<file path="src/source/mz_bus_pkg.sv">
package mz_bus_pkg;

  // --------------------
  // Bus geometry
  localparam int ADDR_W     = 24;                          // Host address bus
  localparam int DATA_W     = 32;                          // Host data bus
  localparam int BYTE_LANES = 4;                           // One enable per byte
  localparam int LANE_W     = DATA_W / BYTE_LANES;         // Bits per lane
  localparam int WORD_IDX_W = 9;                           // 512 buffer words
  localparam int REG_OFS_W  = 8;                           // Register window

  // --------------------
  // Control register map
  localparam logic [REG_OFS_W-1:0] REG_RUN_OFS    = 8'h00; // Run, bit 0 starts decoder
  localparam logic [REG_OFS_W-1:0] REG_NCS_OFS    = 8'h10; // Coding scheme
  localparam logic [REG_OFS_W-1:0] REG_NCT_OFS    = 8'h14; // Channel type
  localparam logic [REG_OFS_W-1:0] REG_N1_OFS     = 8'h18;
  localparam logic [REG_OFS_W-1:0] REG_N2_OFS     = 8'h1C;
  localparam logic [REG_OFS_W-1:0] REG_NNOBPA_OFS = 8'h20; // Out bits, part A
  localparam logic [REG_OFS_W-1:0] REG_NNOBPB_OFS = 8'h24; // Out bits, part B
  localparam logic [REG_OFS_W-1:0] REG_PPPA_OFS   = 8'h28; // Puncture pattern A
  localparam logic [REG_OFS_W-1:0] REG_PPPB_OFS   = 8'h2C; // Puncture pattern B
  localparam logic [REG_OFS_W-1:0] REG_LVL_OFS    = 8'h30; // Level

  // Summing window in the buffer
  localparam logic [WORD_IDX_W-1:0] SUM_WORD_IDX = 9'd0;   // Read returns the sum
  localparam logic [WORD_IDX_W-1:0] SUM_A_IDX    = 9'd1;
  localparam logic [WORD_IDX_W-1:0] SUM_B_IDX    = 9'd2;

  localparam int HEARTBEAT_PERIOD = 16;                    // Clocks per LED toggle

  // --------------------
  // Bus controller states
  localparam logic [2:0] CS_IDLE    = 3'd0;
  localparam logic [2:0] CS_ACCESS  = 3'd1;
  localparam logic [2:0] CS_WAIT    = 3'd2;
  localparam logic [2:0] CS_CAPTURE = 3'd3;
  localparam logic [2:0] CS_ACK     = 3'd4;
  localparam logic [2:0] CS_RELEASE = 3'd5;
  localparam logic [2:0] CS_SUM     = 3'd6;

  // Sum sequencer states
  localparam logic [2:0] SS_IDLE  = 3'd0;
  localparam logic [2:0] SS_RD_A  = 3'd1;
  localparam logic [2:0] SS_CAP_A = 3'd2;
  localparam logic [2:0] SS_RD_B  = 3'd3;
  localparam logic [2:0] SS_ADD   = 3'd4;
  localparam logic [2:0] SS_DONE  = 3'd5;

  // Same address word, seen as register access or buffer access
  typedef union packed {
    struct packed {
      logic [7:0]           page;    // Not decoded
      logic [3:0]           region;  // Zero selects registers
      logic [3:0]           pad;
      logic [REG_OFS_W-1:0] ofs;
    } regs;
    struct packed {
      logic [7:0]            page;
      logic [3:0]            region;
      logic                  pad;
      logic [WORD_IDX_W-1:0] idx;    // Word in buffer
      logic [1:0]            lane;   // Byte address, lanes use enables
    } mem;
  } mz_addr_t;

endpackage
</file>
<file path="src/source/heartbeat.sv">
`timescale 1ns/1ps

module heartbeat (
  input  logic FPGA_CLK3,
  input  logic SYS_RST_N,
  output logic led_beat
);
  import mz_bus_pkg::*;

  logic [$clog2(HEARTBEAT_PERIOD)-1:0] cnt;  // Clocks since last toggle

  always_ff @(posedge FPGA_CLK3 or negedge SYS_RST_N) begin
    if (!SYS_RST_N) begin
      cnt      <= '0;
      led_beat <= 1'b0;
    end else if (cnt == HEARTBEAT_PERIOD - 1) begin
      cnt      <= '0;                        // Wrap
      led_beat <= ~led_beat;                 // Toggle once per period
    end else begin
      cnt <= cnt + 1'b1;
    end
  end

endmodule

</file>
<file path="config.mk">
export PLATFORM = sky130hd
export DESIGN_NAME = heartbeat
export DESIGN_NICKNAME = d
export VERILOG_FILES = /design/src/source/mz_bus_pkg.sv /design/src/source/heartbeat.sv
export SDC_FILE = /design/constraint.sdc
export NUM_CORES = 1
export LEC_CHECK = 0
export ABC_CLOCK_PERIOD_IN_PS = 1100
export BUFFER_PORTS_ARGS = -buffer_cell sky130_fd_sc_hd__clkbuf_2
export CAP_MARGIN = 20
export CORE_AREA = 2 2 39 41
export DETAILED_ROUTE_END_ITERATION = 12
export DIE_AREA = 0 0 41 43
export GPL_TIMING_DRIVEN = 0
export PLACE_DENSITY = 0.37
export SLEW_MARGIN = 20
export SYNTH_ARGS = -nofsm -noshare
export SYNTH_HDL_FRONTEND = slang
export SYNTH_SLANG_ARGS = --single-unit
</file>
<file path="constraint.sdc">
create_clock -name FPGA_CLK3 -period 1.1 [get_ports FPGA_CLK3]
set_clock_uncertainty 0.05 [all_clocks]
set_input_delay 0.055 -clock FPGA_CLK3 [delete_from_list [all_inputs] [get_ports FPGA_CLK3]]
set_output_delay 0.055 -clock FPGA_CLK3 [all_outputs]
set_load 0.02 [all_outputs]
</file>
==> impl_metrics.yaml <==
power_and_ir_drop:
  irDropWorstVdd_uv: 350.4
  power_mw: 0.4024
  power-per-cell-area_nw_per_um2: 1324
  leakage_nw: 0.1418
synthesis:
  synth_top_area_share_pct: 61.73
  synth_edf_count: 0
  yosysWarnings: 0
  synth_most_common_cell: "dfrtp_1"
  syn_area_sq_um: 202.7
  synth-seq-area-share_pct: 61.73
  synth.avg_cell_area_sq_um: 13.51
  netlist_instances: 15
  yosys-top-cells-area: "dfrtp_1 (62%), ha_1 (6.2%), a311o_1 (4.9%), and4b_1 (4.9%), and2b_2 (4.3%)"
  ys_async_sr_fraction_pct: 100.0
  yosysTopAreaCell: "dfrtp_1"
  ys_seq_elements: 5
  synth_cell_types: 11
  ys.flop_type: "dfrtp_1"
  synth_nets: 18
detailed_routing:
  vias: 148
  drtIter0Drc: 3
  dr.pass1.iters: 2
  viasPerCell: 3.610
  drc: 0
  wl_um: 360
  postRouteAntennaNets: 0
  routedWlPerCell_um: 8.780
final_layout:
  fillers: 149
  fin_util_pct: 21.97
  drive_gt1_share_pct: 40.00
  final_cell_area_sq_um: 304.0
  seqCellArea_sq_um: 125.1
  nNetsFinal: 29
  multi_input_area_sq_um: 86.33
  diodes: 0
  area.growth.synth_to_final_pct: 50.00
sta:
  post-route-min-period_ns: 1.102
  setup_violations: 1
  finalHoldWorstSlack_ns: 0.1130
  postLayoutSetupSlackWorst_ns: -0.001700
  tightest_slew_ns: 0.1748
  max-slew-margin-rel_pct: 88.35
  hold_viol_final: 0
  slew_viol_final: 0
  finalCritPeriodShare_pct: 100.2
  max_freq_mhz: 907.7
  rsz0062_at_grt: "true"
critical_path:
  crit_chain: "and2b_2 -> a311o_1"
  r2r_slack_ns: -0.002
  slowest_stage: "dfrtp_1"
  cp_max_fo: 4
  cpPeakStageDelay_ns: 0.38
  critical_path_arrival_ns: 1.17
  required_ns: 1.16
  path_class: "flip-flop to flip-flop"
  setup.worst_path.start_class: "flip-flop"
  crit_path_end_kind: "flip-flop"
grt:
  grt_pass1_vias: 141
  track_usage_pct: 5.561
  antenna_found_initial: 0
  grt_pass1_wl_um: 565
  grt_max_degree: 6
  overflow: 0
clocking:
  clk_latency_ns: 0.24
  clkSlewWorstSetupHoldPaths_ns: 0.05
  clock_path_buffers: 2
  ctsHtreeMaxLevel: 1
  root_buffer: "clkbuf_4"
  cts_buffers: 3
  cts_sinks: 5
  cts_tree: "done"
floorplan:
  coreArea_sq_um: 1384
  die_h_um: 43
  dieArea_sq_um: 1763
  io_pins: 3
  die_w_um: 41
  initial_core_util_pct: 14.65
  row_count: 14
place:
  place_area_sq_um: 232.7
  place_congestion: 0.6681
  port_buffers: 2
  dpl.hpwl_um: 245.1
flow_run:
  cap_violations: 0
min_path:
  hp-class: "input port to asynchronous set/reset pin"
outcome:
  violations: "setup timing"
  run_status: "complete, but fails checks"
-- cell type report --
class | instances | area share (%)
clock buffer | 4 | 8.642
inverter | 1 | 1.235
multi-input combinational | 9 | 28.40
sequential | 5 | 41.15
tap | 16 | 6.584
timing repair buffer | 6 | 13.99
-- logic make-up (layout without fill, tap and decap cells) --
group	Yosys count	count (layout)	synth area share, %
simple gates	4	4	13.58
flops	5	5	61.73
buf+inv	1	11	1.850
compound gates	2	2	8.027
fa+ha+maj	1	1	6.172
xor+xnor	2	2	8.644
-- cells in the final DEF, fill, tap and decap left out --
master	count
ha_4	1
a311o_1	1
nand2_1	1
clkbuf_4	3
nand3_1	1
buf_4	3
clkbuf_2	2
dlygate4sd3_1	1
a31oi_1	1
and4b_1	1
and2b_2	1
xnor2_1	1
xor2_1	1
dfrtp_1	5
inv_1	1
clkbuf_1	1
-- metrics by stage --
stage / instances / setup TNS [ns] / setup WS (ns)
finish: 41 / -0.001700 / -0.001700
global route: 41 / -0.01935 / -0.01935
CTS: 39 / 0 / 0.002008
detailed placement: 33 / -0.01880 / -0.01880
global placement: 33 / -0.007384 / -0.007384
floorplan: 15 / 0 / 0.03569
-- power breakdown --
part	internal, mW	leakage (nW)	switching, mW
combinational	0.00357	0.0663	0.00383
clock	0.137	0.0150	0.0734
sequential	0.185	0.0606	0
-- critical path, delay by kind of cell (launching register included) --
kind | cells | cell delay, ns
flip-flops | 1 | 0.38
AO/OA/AOI/OAI | 1 | 0.32
AND/OR/NAND/NOR | 1 | 0.23
-- flip-flops by register name, summed over array words and instances (netlist names) --
signal,cells
led_beat,1
cnt,4
-- final timing paths --
kind | from | to | depth (start not counted)
setup / recovery | cnt[2] | cnt[3] | 2
hold / removal | SYS_RST_N | cnt[2] | 2
setup reg to reg | cnt[2] | cnt[3] | 2
hold reg to reg | led_beat | led_beat | 1
max in group asynchronous | SYS_RST_N | cnt[1] | 2
min in group FPGA_CLK3 | led_beat | led_beat | 1
-- what timing repair did --
item | in CTS | in global routing
buffers inserted | 1 | 2
hold buffers | 1 | 0
gates resized for setup | 2 | 0
pin swaps | 3 | 0
hold endpoints to repair | 5 | 0
endpoints found under the setup margin | 1 | 1
-- layer usage --
layer / vias to the layer above / track usage (%) / wire length (um)
met5: - / 0 / 0
met4: 0 / 6.000 / 0
met3: 0 / 4.712 / 19
met2: 3 / 5.938 / 177
met1: 73 / 5.921 / 163
li1: 72 / - / -
Power figures use the tool's default switching activity.
