==> config.mk <==
export PLATFORM = sky130hd
export DESIGN_NAME = ctrl_regs
export DESIGN_NICKNAME = d
export VERILOG_FILES = /design/src/source/mz_bus_pkg.sv /design/src/source/ctrl_regs.sv
export SDC_FILE = /design/constraint.sdc
export NUM_CORES = 1
export LEC_CHECK = 0
export ABC_AREA = 1
export BUFFER_PORTS_ARGS = -buffer_cell sky130_fd_sc_hd__buf_2
export CAP_MARGIN = 20
export CORE_ASPECT_RATIO = 1.1
export CORE_MARGIN = 2
export CORE_UTILIZATION = 30
export DETAILED_ROUTE_END_ITERATION = 7
export PLACE_DENSITY = 0.58
export SLEW_MARGIN = 30
export SYNTH_ARGS = -nofsm -noshare
export SYNTH_HDL_FRONTEND = slang
export SYNTH_SLANG_ARGS = --single-unit
export TNS_END_PERCENT = 20
==> constraint.sdc <==
create_clock -name FPGA_CLK3 -period 1.05 [get_ports FPGA_CLK3]
set_clock_uncertainty 0.1 [all_clocks]
set_input_delay 0.0525 -clock FPGA_CLK3 [delete_from_list [all_inputs] [get_ports FPGA_CLK3]]
set_output_delay 0.0525 -clock FPGA_CLK3 [all_outputs]
set_load 0.005 [all_outputs]
==> src/source/mz_bus_pkg.sv <==
package mz_bus_pkg;

  // --------------------
  // Bus geometry
  localparam int ADDR_W     = 24;                          // Host address bus
  localparam int DATA_W     = 32;                          // Host data bus
  localparam int BYTE_LANES = 4;                           // One enable per byte
  localparam int LANE_W     = DATA_W / BYTE_LANES;         // Bits per lane
  localparam int WORD_IDX_W = 9;                           // 512 buffer words
  localparam int REG_OFS_W  = 8;                           // Register window

  // --------------------
  // Control register map
  localparam logic [REG_OFS_W-1:0] REG_RUN_OFS    = 8'h00; // Run, bit 0 starts decoder
  localparam logic [REG_OFS_W-1:0] REG_NCS_OFS    = 8'h10; // Coding scheme
  localparam logic [REG_OFS_W-1:0] REG_NCT_OFS    = 8'h14; // Channel type
  localparam logic [REG_OFS_W-1:0] REG_N1_OFS     = 8'h18;
  localparam logic [REG_OFS_W-1:0] REG_N2_OFS     = 8'h1C;
  localparam logic [REG_OFS_W-1:0] REG_NNOBPA_OFS = 8'h20; // Out bits, part A
  localparam logic [REG_OFS_W-1:0] REG_NNOBPB_OFS = 8'h24; // Out bits, part B
  localparam logic [REG_OFS_W-1:0] REG_PPPA_OFS   = 8'h28; // Puncture pattern A
  localparam logic [REG_OFS_W-1:0] REG_PPPB_OFS   = 8'h2C; // Puncture pattern B
  localparam logic [REG_OFS_W-1:0] REG_LVL_OFS    = 8'h30; // Level

  // Summing window in the buffer
  localparam logic [WORD_IDX_W-1:0] SUM_WORD_IDX = 9'd0;   // Read returns the sum
  localparam logic [WORD_IDX_W-1:0] SUM_A_IDX    = 9'd1;
  localparam logic [WORD_IDX_W-1:0] SUM_B_IDX    = 9'd2;

  localparam int HEARTBEAT_PERIOD = 16;                    // Clocks per LED toggle

  // --------------------
  // Bus controller states
  localparam logic [2:0] CS_IDLE    = 3'd0;
  localparam logic [2:0] CS_ACCESS  = 3'd1;
  localparam logic [2:0] CS_WAIT    = 3'd2;
  localparam logic [2:0] CS_CAPTURE = 3'd3;
  localparam logic [2:0] CS_ACK     = 3'd4;
  localparam logic [2:0] CS_RELEASE = 3'd5;
  localparam logic [2:0] CS_SUM     = 3'd6;

  // Sum sequencer states
  localparam logic [2:0] SS_IDLE  = 3'd0;
  localparam logic [2:0] SS_RD_A  = 3'd1;
  localparam logic [2:0] SS_CAP_A = 3'd2;
  localparam logic [2:0] SS_RD_B  = 3'd3;
  localparam logic [2:0] SS_ADD   = 3'd4;
  localparam logic [2:0] SS_DONE  = 3'd5;

  // Same address word, seen as register access or buffer access
  typedef union packed {
    struct packed {
      logic [7:0]           page;    // Not decoded
      logic [3:0]           region;  // Zero selects registers
      logic [3:0]           pad;
      logic [REG_OFS_W-1:0] ofs;
    } regs;
    struct packed {
      logic [7:0]            page;
      logic [3:0]            region;
      logic                  pad;
      logic [WORD_IDX_W-1:0] idx;    // Word in buffer
      logic [1:0]            lane;   // Byte address, lanes use enables
    } mem;
  } mz_addr_t;

endpackage
==> src/source/ctrl_regs.sv <==
`timescale 1ns/1ps

module ctrl_regs (
  input  logic                             FPGA_CLK3,
  input  logic                             SYS_RST_N,
  input  logic                             reg_we,
  input  logic [mz_bus_pkg::REG_OFS_W-1:0] reg_ofs,
  input  logic [mz_bus_pkg::DATA_W-1:0]    wdata,
  output logic [mz_bus_pkg::DATA_W-1:0]    reg_rdata,
  output logic                             vd_start
);
  import mz_bus_pkg::*;

  logic [DATA_W-1:0] run_q;                           // Run register
  logic [DATA_W-1:0] ncs_q, nct_q, n1_q, n2_q;        // Decoder arguments
  logic [DATA_W-1:0] nnobpa_q, nnobpb_q, pppa_q, pppb_q, lvl_q;

  // --------------------
  // Write decode
  always_ff @(posedge FPGA_CLK3 or negedge SYS_RST_N) begin
    if (!SYS_RST_N) begin
      run_q    <= '0;
      ncs_q    <= '0;
      nct_q    <= '0;
      n1_q     <= '0;
      n2_q     <= '0;
      nnobpa_q <= '0;
      nnobpb_q <= '0;
      pppa_q   <= '0;
      pppb_q   <= '0;
      lvl_q    <= '0;
    end else if (reg_we) begin
      case (reg_ofs)
        REG_RUN_OFS:    run_q    <= wdata;
        REG_NCS_OFS:    ncs_q    <= wdata;
        REG_NCT_OFS:    nct_q    <= wdata;
        REG_N1_OFS:     n1_q     <= wdata;
        REG_N2_OFS:     n2_q     <= wdata;
        REG_NNOBPA_OFS: nnobpa_q <= wdata;
        REG_NNOBPB_OFS: nnobpb_q <= wdata;
        REG_PPPA_OFS:   pppa_q   <= wdata;
        REG_PPPB_OFS:   pppb_q   <= wdata;
        REG_LVL_OFS:    lvl_q    <= wdata;
        default: ;                                    // Holes drop the write
      endcase
    end
  end

  // Read-back
  always_comb begin
    case (reg_ofs)
      REG_RUN_OFS:    reg_rdata = run_q;
      REG_NCS_OFS:    reg_rdata = ncs_q;
      REG_NCT_OFS:    reg_rdata = nct_q;
      REG_N1_OFS:     reg_rdata = n1_q;
      REG_N2_OFS:     reg_rdata = n2_q;
      REG_NNOBPA_OFS: reg_rdata = nnobpa_q;
      REG_NNOBPB_OFS: reg_rdata = nnobpb_q;
      REG_PPPA_OFS:   reg_rdata = pppa_q;
      REG_PPPB_OFS:   reg_rdata = pppb_q;
      REG_LVL_OFS:    reg_rdata = lvl_q;
      default:        reg_rdata = '0;                 // Holes read zero
    endcase
  end

  assign vd_start = run_q[0];                         // Decoder start level

endmodule

==> results.md <==
Status:
- The run finished, with violations left.
- The checks that failed: negative hold slack, negative setup slack.

Routing:
- Dividing the detail-routed wire length by the instance count gives 16.7 um.
- The remaining number of nets flagged by the antenna check after routing is 0.
- In this run, the number of DRC markers left after iteration 0 of detailed routing was 907.
- The via density per instance is 4.84.
- In the routed design, unresolved DRC markers number 0.
- The total detailed-routing wirelength is 43100 um.
- The routed layout has 12.5k vias.
- The first-pass detailed-route iteration total is 5.

Setup path:
- The maximum fanout along the worst path is 2.
- The critical path goes through nand3_1 -> nand2_1 -> nor2_1 -> nand3_2 -> buf_2.
- The critical path class is reg2out.
- The flop-to-flop setup slack is 160 ps.
- The worst register-to-register path begins at nnobpa_q[22]$_DFFE_PN0P_.
- For this run, the slowest stage of the critical path takes 390 ps.
- The family with the most delay on the worst path is flip-flops.
- The buffering stage count on the worst path with inverters included is 1.
- The worst setup path is captured at an output port.
- The worst register-to-register path ends at nnobpa_q[22]$_DFFE_PN0P_.
- At the worst endpoint, the required time is 900 ps.
- The worst register-to-register path has a depth of 3.
- The type of origin of the critical path is a register.
- For this design, the slowest cell found on the critical path is dfrtp_1.
- The signal arrival time at the worst endpoint is 1460 ps.

Synthesis:
- The number of cells produced by synthesis is 1763.
- The library cell occupying the most area in the post-synthesis netlist is dfrtp_1.
- The flip-flop and latch count after synthesis is 320.
- Yosys attributes the largest share of cell area to dfrtp_1 (55%), nand2_1 (14%), nand3_1 (10%), o21ai_0 (9.3%), inv_1 (1.8%).
- The number of nets in the synthesized netlist is 1806.
- The netlist area before placement is 14500 um^2.
- The top-area cell type share of the netlist area is 0.551.
- Yosys printed 0 warnings.
- The number of distinct library cell variants in the gate-level netlist after synthesis is 20.
- Of the synthesized area, sequential elements account for 0.551.
- In this run the mean area of a mapped cell was 8.25 um^2.

Clock tree:
- TritonCTS built the clock tree.
- The number of H-tree levels is 2.
- For this design, the CTS-stage hold fixing added 33 buffers.
- The number of sinks driven by the clock tree is 320.
- Buffers inserted during clock tree synthesis total 36.
- Clock-pin slew was measured on the worst setup and hold paths at 60 ps.
- The maximum count of clock buffers along a single path is 3.
- The clock root buffer is clkbuf_16.
- The latest clock arrival within the worst-skew pair is 520 ps.

Final layout:
- The post-route standard cell area excluding fillers is 18600 um^2.
- The library cell used most frequently in the layout, excluding fill and tap cells, is nand2_1.
- The post-route non-filler standard cell count is 2575.
- Relative to the synthesized area, the layout overhead comes to 27.7%.
- Fill cells in the final layout number 4825.
- The fraction of final layout cells sized beyond drive strength 1 is 0.177.
- In the layout the commonest cells are nand2_1 (548), dfrtp_1 (320), nand3_1 (252), o21ai_0 (227), o21ai_1 (93).
- The total inserted antenna cells is 0.
- For this run, the share of the core covered by cells in the final layout is 0.388.
- The number of nets in the layout is 1947.

Floorplan:
- The top-level port count is 76.
- Measured along the y axis, the die boundary spans 235 um.
- The area of the die is 50300 um^2.
- The area of the core is 47800 um^2.
- For this configuration, the core starts out at a cell density of 0.304.
- The row count is 84.
- The die boundary width is 214 um.

Timing:
- The hold violation count in the final report was 15.
- Setup repair after global routing could not meet its margin everywhere.
- Subtracting the final worst setup slack from the clock period gives 1610 ps.
- The number of slew-limit violations in the final report is 0.
- At the pin with the least slew margin, the transition time is 366 ps.
- Setup slack on the critical path of the routed design comes to -561 ps.
- The highest achievable clock rate is 621 MHz.
- Setup violations remaining at the end of the flow were counted as 33.
- Final hold analysis gives a worst-case slack of -125 ps.
- The worst pin sits at a relative slew slack of 0.755.
- The final clock period utilization by the worst path is 1.53.

Placed design:
- The final estimated routing congestion in global placement is 0.782.
- The number of input and output port buffers inserted is 75.
- The number of instances in the placed design is 2452.
- After legalization and detailed placement, the total HPWL measured 26800 um.
- The cell area after placement is 16700 um^2.

Global route:
- In the global route stage, overall resource usage came out at 0.172.
- The via count of the first global-routing pass is 12.2k.
- The largest net degree at the start of global routing is 60.
- The wire length of the first global-routing pass is 69000 um.
- The number of antenna violations at the first check in global routing is 0.
- Global routing finished with a remaining overflow of 0.

Power and ir drop:
- The worst ir drop on vdd is 0.000955 V.
- Dividing total power by cell area gives a power density of 1490 nW/um^2.
- The leakage power figure is 9.13 nW.
- Total power for the finished layout comes to 27.6 mW.

Hold path:
- The class of the tightest hold or removal check is in2async.

Job:
- The tool flagged a number of max-cap violations equal to 0.
-- stage by stage --
stage,setup WS (ps),setup TNS (ps)
CTS,-598,-17900
global placement,-506,-148740
finish,-561,-16580
global route,-638,-20120
detailed placement,-531,-153740
floorplan,-27.6,-2490
-- cell type report --
type / count / area (um^2) / area share
multi-input combinational: 1249 / 5940 / 0.320
tap: 645 / 807 / 0.0435
clock buffer: 53 / 1060 / 0.0569
inverter: 72 / 294 / 0.0158
timing repair buffer: 225 / 2340 / 0.126
clock inverter: 11 / 115 / 0.00620
sequential: 320 / 8010 / 0.431
-- worst max-delay path by stage --
stage                        startpoint                     to  slack [ps]  cells after the start
6_report       nnobpa_q[25]$_DFFE_PN0P_          reg_rdata[25]        -560                      5
3_5_place_dp                 reg_ofs[3]   ncs_q[0]$_DFFE_PN0P_        -530                      9
5_1_grt        nnobpa_q[24]$_DFFE_PN0P_          reg_rdata[24]        -640                      5
2_1_floorplan                reg_ofs[1]  ncs_q[11]$_DFFE_PN0P_         -30                      7
4_1_cts          pppb_q[23]$_DFFE_PN0P_          reg_rdata[23]        -600                      5
3_3_place_gp                 reg_ofs[7]          reg_rdata[19]        -510                     11
-- state kept, by name, summed over array words and instances, names as in the netlist --
signal    cells
nnobpa_q     32
n2_q         32
pppb_q       32
nct_q        32
pppa_q       32
run_q        32
nnobpb_q     32
n1_q         32
ncs_q        32
lvl_q        32
-- per-layer routing --
layer	up-vias	track usage	share of wire
met4	0	0.0523	0.021
met1	6059	0.224	0.44
met2	290	0.298	0.49
li1	6071	-	-
met3	55	0.0230	0.042
met5	-	0	0
-- power breakdown --
group          internal [mW]  leakage (nW)  switching, mW  total [mW]
Sequential              12.9          4.41          0.318        13.2
Clock                   7.48         0.578           5.09        12.6
Combinational          0.715          4.14           1.11        1.83
Total                   21.1          9.13           6.52        27.6
-- cells in the mapped netlist, drive strengths merged --
library cell  number
nand2            555
dfrtp            320
clkbuf            56
nor2              75
buf               66
nand3            299
inv               72
o21ai            320
-- cell families (layout without fill, tap and decap cells) --
logic type / Yosys count / in the layout / share of synthesized area
simple gates: 929 / 929 / 0.278
compound gates: 320 / 320 / 0.110
buf+inv: 194 / 361 / 0.0609
flops: 320 / 320 / 0.551
-- what timing repair did --
| action | 4_1_cts | 5_1_grt |
|---|---|---|
| resized for setup | 14 | 45 |
| endpoints found under the hold margin | 640 | 15 |
| pin swaps | 31 | 58 |
| buffers inserted | 1 | 25 |
| endpoints found under the setup margin | 33 | 117 |
Power figures use the tool's default switching activity.
