### src/source/mz_bus_pkg.sv
package mz_bus_pkg;

  // --------------------
  // Bus geometry
  localparam int ADDR_W     = 24;                          // Host address bus
  localparam int DATA_W     = 32;                          // Host data bus
  localparam int BYTE_LANES = 4;                           // One enable per byte
  localparam int LANE_W     = DATA_W / BYTE_LANES;         // Bits per lane
  localparam int WORD_IDX_W = 9;                           // 512 buffer words
  localparam int REG_OFS_W  = 8;                           // Register window

  // --------------------
  // Control register map
  localparam logic [REG_OFS_W-1:0] REG_RUN_OFS    = 8'h00; // Run, bit 0 starts decoder
  localparam logic [REG_OFS_W-1:0] REG_NCS_OFS    = 8'h10; // Coding scheme
  localparam logic [REG_OFS_W-1:0] REG_NCT_OFS    = 8'h14; // Channel type
  localparam logic [REG_OFS_W-1:0] REG_N1_OFS     = 8'h18;
  localparam logic [REG_OFS_W-1:0] REG_N2_OFS     = 8'h1C;
  localparam logic [REG_OFS_W-1:0] REG_NNOBPA_OFS = 8'h20; // Out bits, part A
  localparam logic [REG_OFS_W-1:0] REG_NNOBPB_OFS = 8'h24; // Out bits, part B
  localparam logic [REG_OFS_W-1:0] REG_PPPA_OFS   = 8'h28; // Puncture pattern A
  localparam logic [REG_OFS_W-1:0] REG_PPPB_OFS   = 8'h2C; // Puncture pattern B
  localparam logic [REG_OFS_W-1:0] REG_LVL_OFS    = 8'h30; // Level

  // Summing window in the buffer
  localparam logic [WORD_IDX_W-1:0] SUM_WORD_IDX = 9'd0;   // Read returns the sum
  localparam logic [WORD_IDX_W-1:0] SUM_A_IDX    = 9'd1;
  localparam logic [WORD_IDX_W-1:0] SUM_B_IDX    = 9'd2;

  localparam int HEARTBEAT_PERIOD = 16;                    // Clocks per LED toggle

  // --------------------
  // Bus controller states
  localparam logic [2:0] CS_IDLE    = 3'd0;
  localparam logic [2:0] CS_ACCESS  = 3'd1;
  localparam logic [2:0] CS_WAIT    = 3'd2;
  localparam logic [2:0] CS_CAPTURE = 3'd3;
  localparam logic [2:0] CS_ACK     = 3'd4;
  localparam logic [2:0] CS_RELEASE = 3'd5;
  localparam logic [2:0] CS_SUM     = 3'd6;

  // Sum sequencer states
  localparam logic [2:0] SS_IDLE  = 3'd0;
  localparam logic [2:0] SS_RD_A  = 3'd1;
  localparam logic [2:0] SS_CAP_A = 3'd2;
  localparam logic [2:0] SS_RD_B  = 3'd3;
  localparam logic [2:0] SS_ADD   = 3'd4;
  localparam logic [2:0] SS_DONE  = 3'd5;

  // Same address word, seen as register access or buffer access
  typedef union packed {
    struct packed {
      logic [7:0]           page;    // Not decoded
      logic [3:0]           region;  // Zero selects registers
      logic [3:0]           pad;
      logic [REG_OFS_W-1:0] ofs;
    } regs;
    struct packed {
      logic [7:0]            page;
      logic [3:0]            region;
      logic                  pad;
      logic [WORD_IDX_W-1:0] idx;    // Word in buffer
      logic [1:0]            lane;   // Byte address, lanes use enables
    } mem;
  } mz_addr_t;

endpackage
### src/source/mz_bus_ctrl.sv
`timescale 1ns/1ps

module mz_bus_ctrl (
  input  logic                              FPGA_CLK3,
  input  logic                              SYS_RST_N,
  input  logic [mz_bus_pkg::ADDR_W-1:0]     mz_buf_addr,
  input  logic [mz_bus_pkg::DATA_W-1:0]     mz_buf_data_in,
  input  logic                              mz_cpld_as,
  input  logic                              mz_cpld_rw,
  input  logic [mz_bus_pkg::BYTE_LANES-1:0] mz_cpld_byte_n,
  output logic [mz_bus_pkg::DATA_W-1:0]     mz_buf_data_out,
  output logic                              mz_buf_data_oe,
  output logic                              fpga_mz_dtack,
  output logic                              reg_we,
  output logic [mz_bus_pkg::REG_OFS_W-1:0]  reg_ofs,
  output logic [mz_bus_pkg::DATA_W-1:0]     wdata,
  input  logic [mz_bus_pkg::DATA_W-1:0]     reg_rdata,
  output logic                              buf_en,
  output logic [mz_bus_pkg::BYTE_LANES-1:0] buf_be,
  output logic [mz_bus_pkg::WORD_IDX_W-1:0] buf_idx,
  input  logic [mz_bus_pkg::DATA_W-1:0]     buf_rdata,
  output logic                              sum_start,
  input  logic                              sum_rd_en,
  input  logic [mz_bus_pkg::WORD_IDX_W-1:0] sum_rd_idx,
  input  logic                              sum_done,
  input  logic [mz_bus_pkg::DATA_W-1:0]     sum_value
);
  import mz_bus_pkg::*;

  logic [1:0]            as_sync;            // Strobe synchronizer
  logic                  as_detected;
  logic [2:0]            state;
  logic                  dtack;
  mz_addr_t              addr_q;             // Latched address
  logic [DATA_W-1:0]     wdata_q;
  logic                  rw_q;               // 1 means read
  logic [BYTE_LANES-1:0] byte_n_q;
  logic [DATA_W-1:0]     rdata_q;            // Word returned to host
  logic                  is_reg;
  logic                  is_sum_rd;

  // --------------------
  // Strobe detect
  always_ff @(posedge FPGA_CLK3 or negedge SYS_RST_N) begin
    if (!SYS_RST_N) begin
      as_sync <= '0;
    end else begin
      as_sync <= {as_sync[0], mz_cpld_as};
    end
  end

  // Both flops and the pin high, drops with the pin
  assign as_detected = as_sync[1] & as_sync[0] & mz_cpld_as;

  // Access capture on detection
  always_ff @(posedge FPGA_CLK3) begin
    if ((state == CS_IDLE) && as_detected) begin
      addr_q   <= mz_buf_addr;
      wdata_q  <= mz_buf_data_in;
      rw_q     <= mz_cpld_rw;
      byte_n_q <= mz_cpld_byte_n;
    end
  end

  assign is_reg    = (addr_q.regs.region == 4'h0);                     // Register window
  assign is_sum_rd = rw_q && !is_reg && (addr_q.mem.idx == SUM_WORD_IDX);

  // --------------------
  // Access FSM
  always_ff @(posedge FPGA_CLK3 or negedge SYS_RST_N) begin
    if (!SYS_RST_N) begin
      state <= CS_IDLE;
      dtack <= 1'b0;
    end else begin
      case (state)
        CS_IDLE: begin
          dtack <= 1'b0;
          if (as_detected) state <= CS_ACCESS;
        end
        CS_ACCESS:  state <= CS_WAIT;                        // Strobes issued here
        CS_WAIT:    state <= rw_q ? CS_CAPTURE : CS_ACK;     // Writes skip capture
        CS_CAPTURE: state <= is_sum_rd ? CS_SUM : CS_ACK;
        CS_SUM:     if (sum_done) state <= CS_ACK;           // Sequencer owns buffer
        CS_ACK: begin
          dtack <= 1'b1;
          state <= CS_RELEASE;
        end
        CS_RELEASE: begin
          if (!as_detected) begin                            // Host let go
            dtack <= 1'b0;
            state <= CS_IDLE;
          end
        end
        default: state <= CS_IDLE;
      endcase
    end
  end

  // Read data latch
  always_ff @(posedge FPGA_CLK3) begin
    if (state == CS_CAPTURE) begin
      rdata_q <= is_reg ? reg_rdata : buf_rdata;
    end else if ((state == CS_SUM) && sum_done) begin
      rdata_q <= sum_value;                                  // Word 0 reads the sum
    end
  end

  // --------------------
  // Routing
  assign reg_we    = (state == CS_ACCESS) && is_reg && !rw_q;
  assign reg_ofs   = addr_q.regs.ofs;
  assign wdata     = wdata_q;
  assign buf_en    = (state == CS_SUM) ? sum_rd_en : ((state == CS_ACCESS) && !is_reg);
  assign buf_be    = ((state == CS_ACCESS) && !rw_q) ? ~byte_n_q : '0;  // Enables active high
  assign buf_idx   = (state == CS_SUM) ? sum_rd_idx : addr_q.mem.idx;
  assign sum_start = (state == CS_CAPTURE) && is_sum_rd;

  // Host side
  assign mz_buf_data_out = rdata_q;
  assign mz_buf_data_oe  = mz_cpld_rw & mz_cpld_as;          // Drive only during read strobe
  assign fpga_mz_dtack   = dtack;

endmodule

### config.mk
export PLATFORM = sky130hd
export DESIGN_NAME = mz_bus_ctrl
export DESIGN_NICKNAME = d
export VERILOG_FILES = /design/src/source/mz_bus_pkg.sv /design/src/source/mz_bus_ctrl.sv
export SDC_FILE = /design/constraint.sdc
export NUM_CORES = 1
export LEC_CHECK = 0
export BUFFER_PORTS_ARGS = -buffer_cell sky130_fd_sc_hd__buf_2
export CORE_AREA = 2 2 102 104
export DETAILED_ROUTE_END_ITERATION = 10
export DIE_AREA = 0 0 104 106
export GPL_TIMING_DRIVEN = 0
export HOLD_SLACK_MARGIN = 0.06
export PLACE_DENSITY = 0.72
export SLEW_MARGIN = 10
export SYNTH_ARGS = -nofsm -noshare
export SYNTH_HDL_FRONTEND = slang
export SYNTH_SLANG_ARGS = --single-unit
### constraint.sdc
create_clock -name FPGA_CLK3 -period 7.7 [get_ports FPGA_CLK3]
set_clock_uncertainty 0.15 [all_clocks]
set_input_delay 1.155 -clock FPGA_CLK3 [delete_from_list [all_inputs] [get_ports FPGA_CLK3]]
set_output_delay 1.155 -clock FPGA_CLK3 [all_outputs]
set_load 0.005 [all_outputs]
==> qor.csv, run 1 <==
stage,metric,value,unit
clock_tree,clock latency on the worst-skew pair,0.36,ns
power,Final Total Pwr,1.21,mW
routing,Vias,3078,
power,Flop pwr share,51.2,%
synthesis,syn avg cell area,14.8,µm²
cells_and_area,finished layout cell area,5540,µm²
floorplanning,Top-Level Pins,261,
power,Clk network pwr share,25.9,%
timing,RSZ-0062 raised after global routing,false,
synthesis,Synth Area in Simple Gates,7.68,%
routing,drt first-iter violations,114,
placement,Port Buf Inserts,251,
critical_path,crit-path max FO,9,
clock_tree,TritonCTS clock tree,built,
synthesis,"area leader, netlist",edfxtp_1,
critical_path,CP Launch Point,mz_cpld_as,
critical_path,reg2reg setup slack,4.70,ns
routing,Routed WL,10300,µm
clock_tree,Clock Root Buffer,clkbuf_8,
synthesis,Yosys warnings,0,
global_routing,Overflow after GRT,0,
global_routing,largest net degree at the start of global routing,19,
synthesis,Main synth FF type,edfxtp_1,
timing,Max Freq,294,MHz
synthesis,XOR/XNOR share of the synthesized area,0,%
cells_and_area,Ant. Diodes,0,
timing,setup ws final,4.29,ns
synthesis,mux share of post-synthesis cell area,11.3,%
synthesis,Synth area leaders,"edfxtp_1 66%, mux2i_1 8.6%, dfrtp_1 3.9%",
power,switching portion of total power,28.7,%
synthesis,largest family of logic cells by synthesized area,multiplexers,
timing,Final Max Slew Viols,0,
synthesis,Syn Inst Count,258,
synthesis,post-synthesis adder-cell area fraction,0,%
cells_and_area,Final Util,55.4,%
clock_tree,"Setup Fix Bufs, Post-CTS",0,
critical_path,Reg2Reg Capture Point,addr_q[14],
power,Comb power frac,22.9,%
clock_tree,Sink Count,90,
timing,crit share post-route,44.2,%
cells_and_area,fill count,887,
placement,Area after DPL,5350,µm²
clock_tree,Resized Gates After CTS,0,
floorplanning,initial core utilization,38.3,%
critical_path,critical path type,input port to flop,
timing,Final setup violation count,0,
critical_path,CP max stage cell,nor4_2,
critical_path,Worst path max stage delay,0.63,ns
clock_tree,H-tree levels,3,
synthesis,most common cell in the synthesized netlist,edfxtp_1,
flow_run,MaxCap Viol Count,0,
placement,pre-CTS WS,3.91,ns
clock_tree,clock-pin slew on the worst setup and hold paths,0.10,ns
global_routing,GR Util All Layers,18.4,%
cells_and_area,share of cells above drive strength 1,59.1,%
routing,via density per instance,4.60,
critical_path,crit path capture type,flop,
synthesis,Synth Register Bits,90,
hold_path,hold path start,as_sync[0],
timing,Worst Tran Pin Value,0.787,ns
floorplanning,Die X,104,µm
synthesis,share of the synthesized area in the top cell type,65.9,%
timing,final hold violation count,0,
synthesis,Post-Synthesis Cell Area,3830,µm²
power,PwrDens,218,nW/µm²
placement,Final GP Congestion,0.856,
hold_path,Hold Path Class,flop to flop,
synthesis,"Async S/R FF share, synth",6.67,%
routing,DR WL/cell,15.4,µm
hold_path,Hold EP,as_sync[1],
routing,Residual DRC,0,
placement,DP HPWL,8480,µm
clock_tree,Post-CTS Hold Fix Bufs,0,
critical_path,worst-path cell chain,buf_2 -> nand3_1 -> nor4_2 -> buf_4 -> buf_4 -> buf_2 -> buf_2 -> buf_6 -> buf_4,
critical_path,worst path arrival time,3.33,ns
synthesis,number of synthesized flops with an enable pin,84,
clock_tree,clock tree buffer depth,2,
critical_path,Worst setup SP type,input port,
power,Max VDD drop,141,µV
power,leakage power,2.45,nW
floorplanning,Die Area,11000,µm²
hold_path,WHS Path Cells,0,
global_routing,initial antenna violation count,0,
cells_and_area,fin nets,699,
floorplanning,core area,10000,µm²
synthesis,"Distinct cells, synth",30,
timing,min Tclk post-route,3.41,ns
synthesis,most instantiated cells after synthesis,"84 x edfxtp_1, 38 x nand2_1, 33 x mux2i_1",
floorplanning,row count,37,
cells_and_area,Area growth syn-to-layout,44.8,%
synthesis,Synth Area in Compound Gates,5.88,%
synthesis,Mapped Nets,429,
routing,Final ANT Viol Nets,0,
critical_path,worst r2r src,state[2],
global_routing,vias in the first global route,3149,
power,Net Sw Power,0.346,mW
clock_tree,CTS buffer count,9,
routing,drt pass-1 iters,4,
synthesis,"Seq/Total Area, Yosys",69.8,%
critical_path,WP data required,7.63,ns
global_routing,global-route wire length before repair,15500,µm
critical_path,worst r2r path cells,8,
status,status,"finished, final reports clean",
timing,normalized max-slew margin,47.1,%
power,internal power,0.861,mW
floorplanning,Die Ht,106,µm
-- power by group through the flow --
stage,logic [mW],clock network (mW),registers (mW)
final,0.276,0.313,0.618
after detailed placement,0.280,0,0.630
after CTS,0.281,0.323,0.619
after floorplan,0.134,0,0.639
after global routing,0.306,0.341,0.623
after global placement,0.257,0,0.637
-- cell families (layout without fill, tap and decap cells) --
group | after synthesis | count (layout)
compound gates | 41 | 41
buf+inv | 26 | 301
flops | 90 | 90
mux | 42 | 42
simple gates | 59 | 59
-- flip-flops by register name, indices dropped and copies added (netlist names) --
register	flops
mz_buf_data_out	32
wdata	32
addr_q	15
byte_n_q	4
state	3
as_sync	2
fpga_mz_dtack	1
rw_q	1
-- layout make-up --
class / count / area, µm² / share of cell area, %
sequential: 90 / 2670 / 48.2
timing repair buffer: 259 / 1330 / 24.0
multi-input combinational: 142 / 968 / 17.5
buffer: 23 / 193 / 3.48
tap: 136 / 170 / 3.07
clock buffer: 9 / 124 / 2.24
clock inverter: 7 / 70.1 / 1.26
inverter: 3 / 11.3 / 0.203
-- how the worst max path moves through the flow --
stage / endpoint / slack [ns] / cells past startpoint
4_1_cts: addr_q[14] / 4.27 / 9
2_1_floorplan: addr_q[0] / 0.73 / 2
3_5_place_dp: addr_q[14] / 3.91 / 9
5_1_grt: addr_q[14] / 4.08 / 9
6_report: addr_q[14] / 4.29 / 9
3_3_place_gp: byte_n_q[3] / -0.96 / 3
-- per-layer routing --
metal / track usage [%] / vias up / wire [µm] / part of all wire (%)
li1: - / 1482 / - / -
met1: 18.8 / 1402 / 3640 / 35
met2: 33.8 / 178 / 5410 / 52
met3: 7.42 / 16 / 1090 / 11
met4: 6.95 / 0 / 172 / 1.7
met5: 0 / - / 0 / 0
-- through the flow --
step                      instances  hold slack, ns  TNS [ns]
after floorplan                 258           0.204         0
after global placement          645           0.211    -49.86
after detailed placement        653           0.217         0
after CTS                       669           0.240         0
after global routing            669           0.263         0
final                           669           0.242         0
-- layout by cell type (no fill, tap or decap), drive strengths merged --
cell / synthesis / final
nand3: 1 / 1
or2: 2 / 2
nor4: 4 / 4
buf: 21 / 280
inv: 3 / 7
or4: 1 / 1
edfxtp: 84 / 84
a21oi: 1 / 1
o22ai: 4 / 4
nand3b: 2 / 2
o21ai: 36 / 36
nor2b: 2 / 2
nand2b: 2 / 2
mux2i: 33 / 33
clkbuf: 2 / 11
clkinv: 0 / 2
dfrtp: 6 / 6
nor2: 5 / 5
nand2: 38 / 38
and2: 1 / 1
nor3b: 1 / 1
mux2: 9 / 9
clkinvlp: 0 / 1
-- critical path, delay by kind of cell --
kind	cells	cell delay, ns
simple gates	2	0.78
buf+inv	7	1.38
Note: power is estimated with default switching activity, not from simulation.
==> run 2, diff against run 1 <==
--- a/config.mk
+++ b/config.mk
@@ -5,13 +5,13 @@
 export SDC_FILE = /design/constraint.sdc
 export NUM_CORES = 1
 export LEC_CHECK = 0
+export ABC_AREA = 1
 export BUFFER_PORTS_ARGS = -buffer_cell sky130_fd_sc_hd__buf_2
-export CORE_AREA = 2 2 102 104
+export CORE_UTILIZATION = 39
 export DETAILED_ROUTE_END_ITERATION = 10
-export DIE_AREA = 0 0 104 106
 export GPL_TIMING_DRIVEN = 0
 export HOLD_SLACK_MARGIN = 0.06
-export PLACE_DENSITY = 0.72
+export PLACE_DENSITY = 0.74
 export SLEW_MARGIN = 10
 export SYNTH_ARGS = -nofsm -noshare
 export SYNTH_HDL_FRONTEND = slang
==> constraint.sdc (replaced) <==
create_clock -name FPGA_CLK3 -period 3.1 [get_ports FPGA_CLK3]
set_clock_uncertainty 0.15 [all_clocks]
set_input_delay 0.465 -clock FPGA_CLK3 [delete_from_list [all_inputs] [get_ports FPGA_CLK3]]
set_output_delay 0.465 -clock FPGA_CLK3 [all_outputs]
set_load 0.005 [all_outputs]
==> run 2 against run 1 <==
Sequential share of layout area shrank 2.4 points. Non-clock buffer count is 2 lower. Combinational power rose to 3.6 times the previous value. Utilization increased by 1.0 points. Synthesized cell count increased by 31%. Critical path depth fell by 3. Critical path type is now flop to output port.
==> qor.csv, run 2 <==
stage,metric,value,unit,change
status,status,"finished, final reports clean",,unchanged
floorplanning,initial core utilization,40.1,%,was 38.3%
floorplanning,Die Area,11000,µm²,about the same
cells_and_area,Area growth syn-to-layout,40.9,%,was 44.8%
cells_and_area,finished layout cell area,5830,µm²,was 5540 µm²
timing,Min Hold Slack,0.0971,ns,was 0.242 ns
global_routing,initial antenna violation count,1,,was 0
routing,Routed WL,11300,µm,was 10300 µm
global_routing,global-route wire length before repair,17600,µm,was 15500 µm
flow_run,MaxCap Viol Count,0,,unchanged
synthesis,Yosys warnings,0,,unchanged
timing,normalized max-slew margin,39.8,%,was 47.1%
cells_and_area,most frequent cells in the layout,"261 x buf_2, 84 x edfxtp_1, 69 x nand2_1",,"was 261 x buf_2, 84 x edfxtp_1, 38 x nand2_1"
timing,Worst Tran Pin Value,0.900,ns,was 0.787 ns
routing,DR WL/cell,15.3,µm,was 15.4 µm
placement,DP HPWL,8870,µm,was 8480 µm
global_routing,vias in the first global route,3587,,was 3149
synthesis,"Async S/R FF share, synth",6.67,%,unchanged
timing,final hold violation count,0,,unchanged
clock_tree,Clock Root Buffer,clkbuf_8,,unchanged
global_routing,largest net degree at the start of global routing,32,,was 19
timing,Final Max Slew Viols,0,,unchanged
routing,Final ANT Viol Nets,0,,unchanged
routing,drt first-iter violations,217,,was 114
synthesis,most instantiated cells after synthesis,"84 x edfxtp_1, 69 x nand2_1, 60 x o21ai_2",,"was 84 x edfxtp_1, 38 x nand2_1, 33 x mux2i_1"
critical_path,crit path capture type,output port,,was flop
synthesis,Post-Synthesis Cell Area,4140,µm²,was 3830 µm²
hold_path,Hold Path Class,input port to flop,,was flop to flop
clock_tree,clock tree buffer depth,2,,unchanged
routing,Residual DRC,0,,unchanged
power,Final Total Pwr,3.37,mW,was 1.21 mW
timing,min Tclk post-route,2.43,ns,
critical_path,"CP delay by family, top",simple AND/OR/NAND/NOR gates,,was buffers and inverters
synthesis,Synth area leaders,"edfxtp_1 61%, o21ai_2 13%, nand2_1 6.3%",,"was edfxtp_1 66%, mux2i_1 8.6%, dfrtp_1 3.9%"
floorplanning,Top-Level Pins,261,,unchanged
clock_tree,TritonCTS clock tree,built,,unchanged
timing,Max Freq,412,MHz,
synthesis,"Distinct cells, synth",22,,was 30
critical_path,Worst path max stage delay,0.39,ns,was 0.63 ns
synthesis,Synth Register Bits,90,,unchanged
timing,Final setup violation count,0,,unchanged
synthesis,share of the synthesized area in the top cell type,61.0,%,was 65.9%
clock_tree,CTS buffer count,9,,unchanged
power,leakage power,2.62,nW,was 2.45 nW
critical_path,CP max stage cell,edfxtp_1,,was nor4_2
critical_path,worst-path cell chain,nor2_2 -> nand2_2 -> buf_6 -> nand3_1 -> inv_1 -> buf_2,,was buf_2 -> nand3_1 -> nor4_2 -> buf_4 -> buf_4 -> buf_2 -> buf_2 -> buf_6 -> buf_4
critical_path,worst path arrival time,1.81,ns,was 3.33 ns
floorplanning,core area,10300,µm²,was 10000 µm²
clock_tree,Sink Count,90,,unchanged
power,PwrDens,578,nW/µm²,was 218 nW/µm²
routing,Vias,3620,,was 3078
global_routing,Overflow after GRT,0,,unchanged
critical_path,WP data required,2.48,ns,was 7.63 ns
floorplanning,row count,37,,unchanged
placement,Port Buf Inserts,251,,unchanged
global_routing,GR Util All Layers,20.8,%,was 18.4%
synthesis,Syn Inst Count,337,,was 258
critical_path,crit-path max FO,10,,was 9
critical_path,critical path type,flop to output port,,was input port to flop
clock_tree,H-tree levels,3,,unchanged
power,Max VDD drop,318,µV,was 141 µV
cells_and_area,Final Util,56.4,%,was 55.4%
critical_path,reg2reg setup slack,0.82,ns,was 4.70 ns
cells_and_area,Ant. Diodes,0,,unchanged
floorplanning,Die Ht,105,µm,was 106 µm
cells_and_area,fin nets,773,,was 699
cells_and_area,"commonest non-fill, non-tap cell in the layout",buf_2,,unchanged
synthesis,Mapped Nets,508,,was 429
critical_path,Worst setup SP type,flop,,was input port
floorplanning,Die X,105,µm,was 104 µm
synthesis,number of synthesized flops with an enable pin,84,,unchanged
cells_and_area,share of cells above drive strength 1,60.6,%,was 59.1%
timing,RSZ-0062 raised after global routing,false,,unchanged
synthesis,Main synth FF type,edfxtp_1,,unchanged
clock_tree,clock latency on the worst-skew pair,0.36,ns,about the same
routing,via density per instance,4.88,,was 4.60
synthesis,most common cell in the synthesized netlist,edfxtp_1,,unchanged
clock_tree,clock-pin slew on the worst setup and hold paths,0.10,ns,about the same
routing,drt pass-1 iters,4,,unchanged
critical_path,Crit path buffers/inverters,3,,was 7
placement,Area after DPL,5630,µm²,was 5350 µm²
placement,pre-CTS WS,0.830,ns,was 3.91 ns
timing,setup ws final,0.674,ns,was 4.29 ns
placement,Final GP Congestion,0.905,,was 0.856
timing,crit share post-route,78.3,%,
synthesis,syn avg cell area,12.3,µm²,was 14.8 µm²
synthesis,"area leader, netlist",edfxtp_1,,unchanged
synthesis,"Seq/Total Area, Yosys",64.6,%,was 69.8%
[run 2: cells by family (layout without fill, tap and decap cells)]
kind of cell    after synthesis  in the layout  share of synthesized area, %
simple gates                112            112                          11.5
compound gates              100            100                          17.6
buf+inv                      35            304                          6.20
flops                        90             90                          64.6
[run 2: layer usage]
layer | track usage [%] | vias up | wire (µm)
met4 | 10.3 | 2 | 318
met2 | 36.7 | 192 | 5770
met1 | 21.7 | 1683 | 4150
met3 | 7.74 | 25 | 1100
li1 | - | 1718 | -
met5 | 0 | - | 13
[run 2: final timing paths]
check	from	end	cells past startpoint
max	addr_q[12]	sum_start	6
min	mz_cpld_as	as_sync[0]	1
max reg2reg	state[0]	wdata[18]	4
min reg2reg	as_sync[0]	as_sync[1]	0
max in group asynchronous	SYS_RST_N	state[1]	2
min in group asynchronous	SYS_RST_N	fpga_mz_dtack	2
[run 2: power by group]
part           internal (mW)  total (mW)  switching, mW  leakage [nW]
registers               1.53        1.58         0.0556         0.838
clock network          0.371       0.796          0.425        0.0959
logic                  0.417       0.985          0.568          1.69
total                   2.32        3.37           1.05          2.62
[run 2: final cells by class]
| class | count | area [µm²] |
|---|---|---|
| Tap cell | 136 | 170 |
| Buffer | 26 | 215 |
| Clock inverter | 6 | 65.1 |
| Sequential cell | 90 | 2670 |
| Inverter | 9 | 41.3 |
| Multi-Input combinational cell | 212 | 1220 |
| Timing Repair Buffer | 254 | 1310 |
| Fill cell | 901 | 4500 |
| Clock buffer | 9 | 124 |
[run 2: what timing repair did]
action / CTS / global route
buffers inserted: 0 / 0
setup endpoints to repair: 0 / 0
endpoints found under the hold margin: 6 / 0
resized for setup: 0 / 0
hold buffers: 1 / 0
[run 2: stage by stage]
step / TNS [ns] / std cells
final: 0 / 742
after global routing: 0 / 742
after CTS: 0 / 742
after detailed placement: 0 / 726
after global placement: -21.32 / 724
after floorplan: 0 / 337
==> run 3, diff against run 2 <==
==> constraint.sdc (replaced) <==
create_clock -name FPGA_CLK3 -period 2.1 [get_ports FPGA_CLK3]
set_clock_uncertainty 0.15 [all_clocks]
set_input_delay 0.315 -clock FPGA_CLK3 [delete_from_list [all_inputs] [get_ports FPGA_CLK3]]
set_output_delay 0.315 -clock FPGA_CLK3 [all_outputs]
set_load 0.005 [all_outputs]
==> run 3 against run 2 <==
Combinational power grew 62%. Final area grew 10%. Non-clock buffer count grew 56. Sequential power grew 49%. Hold slack lost 0.017 ns. Sequential share of layout area shrank 4.2 points. Register-to-register slack lost 0.66 ns. Die area is the same. Flip-flop and latch count is the same. Critical path depth is the same. Global-route usage grew 2.7 points.
==> qor.csv, run 3 (synthesized netlist as in run 2, its figures left out) <==
stage,metric,value,unit,change
floorplanning,Die Ht,105,µm,unchanged
critical_path,worst path arrival time,1.58,ns,was 1.81 ns
timing,normalized max-slew margin,61.7,%,was 39.8%
cells_and_area,most frequent cells in the layout,"260 x buf_2, 84 x edfxtp_1, 68 x nand2_1",,"was 261 x buf_2, 84 x edfxtp_1, 69 x nand2_1"
timing,Final Max Slew Viols,0,,unchanged
routing,drt first-iter violations,270,,was 217
placement,Final GP Congestion,0.875,,was 0.905
critical_path,worst-path cell chain,inv_1 -> nor2_4 -> nand2_4 -> nand2_1 -> nand2_1 -> buf_2,,was nor2_2 -> nand2_2 -> buf_6 -> nand3_1 -> inv_1 -> buf_2
routing,Final ANT Viol Nets,0,,unchanged
floorplanning,core area,10300,µm²,unchanged
critical_path,Crit path buffers/inverters,2,,was 3
cells_and_area,Area growth syn-to-layout,55.1,%,was 40.9%
placement,dpl cells,725,,was 726
placement,Area after DPL,5600,µm²,was 5630 µm²
global_routing,largest net degree at the start of global routing,32,,unchanged
clock_tree,Sink Count,90,,unchanged
critical_path,critical path type,flop to output port,,unchanged
cells_and_area,Final Instance Count excl. Fillers,801,,was 742
cells_and_area,Final Util,62.1,%,was 56.4%
cells_and_area,finished layout cell area,6410,µm²,was 5830 µm²
global_routing,Overflow after GRT,0,,unchanged
floorplanning,initial core utilization,40.1,%,unchanged
cells_and_area,"commonest non-fill, non-tap cell in the layout",buf_2,,unchanged
cells_and_area,fill count,799,,was 901
status,status,"finished, final reports clean",,unchanged
routing,via density per instance,4.76,,was 4.88
placement,Port Buf Inserts,251,,unchanged
timing,Max Freq,490,MHz,
critical_path,Worst setup SP type,flop,,unchanged
critical_path,reg2reg setup slack,0.16,ns,was 0.82 ns
routing,drt pass-1 iters,6,,was 4
clock_tree,TritonCTS clock tree,built,,unchanged
routing,Vias,3813,,was 3620
floorplanning,row count,37,,unchanged
critical_path,Worst path max stage delay,0.44,ns,was 0.39 ns
timing,Final setup violation count,0,,unchanged
cells_and_area,share of cells above drive strength 1,57.0,%,was 60.6%
power,Final Total Pwr,5.05,mW,was 3.37 mW
power,leakage power,2.87,nW,was 2.62 nW
floorplanning,Top-Level Pins,261,,unchanged
clock_tree,clock tree buffer depth,2,,unchanged
timing,min Tclk post-route,2.04,ns,
power,PwrDens,788,nW/µm²,was 578 nW/µm²
critical_path,Worst path most repeated cell,nand2_1,,
routing,Routed WL,12800,µm,was 11300 µm
cells_and_area,Ant. Diodes,0,,unchanged
critical_path,crit path capture type,output port,,unchanged
timing,RSZ-0062 raised after global routing,true,,was false
critical_path,CP max stage cell,dfrtp_2,,was edfxtp_1
global_routing,GR Util All Layers,23.5,%,was 20.8%
timing,crit share post-route,97.2,%,
critical_path,crit-path max FO,11,,was 10
global_routing,vias in the first global route,3961,,was 3587
clock_tree,clock latency on the worst-skew pair,0.36,ns,about the same
critical_path,"CP delay by family, top",simple AND/OR/NAND/NOR gates,,unchanged
clock_tree,clock-pin slew on the worst setup and hold paths,0.10,ns,about the same
critical_path,WP data required,1.63,ns,was 2.48 ns
floorplanning,Die Area,11000,µm²,unchanged
clock_tree,Clock Root Buffer,clkbuf_8,,unchanged
hold_path,Hold Path Class,input port to flop,,unchanged
clock_tree,CTS buffer count,9,,unchanged
global_routing,initial antenna violation count,0,,was 1
routing,Residual DRC,0,,unchanged
floorplanning,Die X,105,µm,unchanged
flow_run,MaxCap Viol Count,0,,unchanged
cells_and_area,fin nets,831,,was 773
power,Max VDD drop,481,µV,was 318 µV
clock_tree,H-tree levels,3,,unchanged
timing,Worst Tran Pin Value,0.575,ns,was 0.900 ns
routing,DR WL/cell,16.0,µm,was 15.3 µm
timing,final hold violation count,0,,unchanged
placement,DP HPWL,8640,µm,was 8870 µm
global_routing,global-route wire length before repair,19700,µm,was 17600 µm
[run 3: cell count changes in the layout (fill, tap and decap cells not counted), sizes merged]
cell	before	now
bufinv	1	0
buf	278	281
nor2	20	21
o21ai	67	68
clkinvlp	1	2
inv	10	11
dlygate4sd3	1	54
[run 3: final timing paths]
check                        startpoint                  to  cells after the start
setup / recovery               state[1]          buf_idx[7]                      6
hold reg to reg              as_sync[0]          as_sync[1]                      0
setup reg to reg               state[1]  mz_buf_data_out[3]                      4
max in group asynchronous     SYS_RST_N            state[0]                      2
min in group asynchronous     SYS_RST_N       fpga_mz_dtack                      2
hold / removal             sum_value[9]  mz_buf_data_out[9]                      3
[run 3: metal layers]
metal  GRT usage [%]  wire (µm)
met1            27.4       5020
met2            42.1       6680
met3            5.55        890
met4            8.25        241
met5               0          0
[run 3: where the power goes]
group,switching [mW],internal (mW)
combinational,0.899,0.704
clock,0.656,0.439
sequential,0.0949,2.26
total,1.65,3.40
[run 3: layout make-up]
class / instances / area (µm²) / share of cell area [%]
clock buffers: 9 / 124 / 1.93
multi-input cells: 214 / 1280 / 20.0
well taps: 136 / 170 / 2.65
clock inverters: 7 / 51.3 / 0.800
repair buffers: 310 / 1850 / 28.8
plain buffers: 26 / 223 / 3.47
flip-flops and latches: 90 / 2680 / 41.7
inverters: 9 / 43.8 / 0.683
[run 3: through the flow]
step / hold WS (ns) / setup TNS (ns) / setup slack (ns)
after detailed placement: -0.00107 / -7.46 / -0.222
final: 0.0804 / 0 / 0.0583
after floorplan: -0.131 / 0 / 0.00335
after global placement: -0.00422 / -21.85 / -0.319
after global routing: 0.0706 / -0.0599 / -0.0319
after CTS: 0.0700 / 0 / 0.0106
[run 3: timing repair]
| action | CTS | global route |
|---|---|---|
| hold buffers | 54 | 0 |
| endpoints found under the hold margin | 59 | 0 |
| pin swaps | 2 | 3 |
| setup buffers | 0 | 4 |
| gates cloned | 2 | 0 |
| resized for setup | 8 | 7 |
| setup endpoints to repair | 68 | 16 |
[run 3: worst min-delay path, delay by kind of cell]
kind	cells	cell delay (ns)
buf+inv	1	0.08
simple gates	1	0.05
compound gates	1	0.05
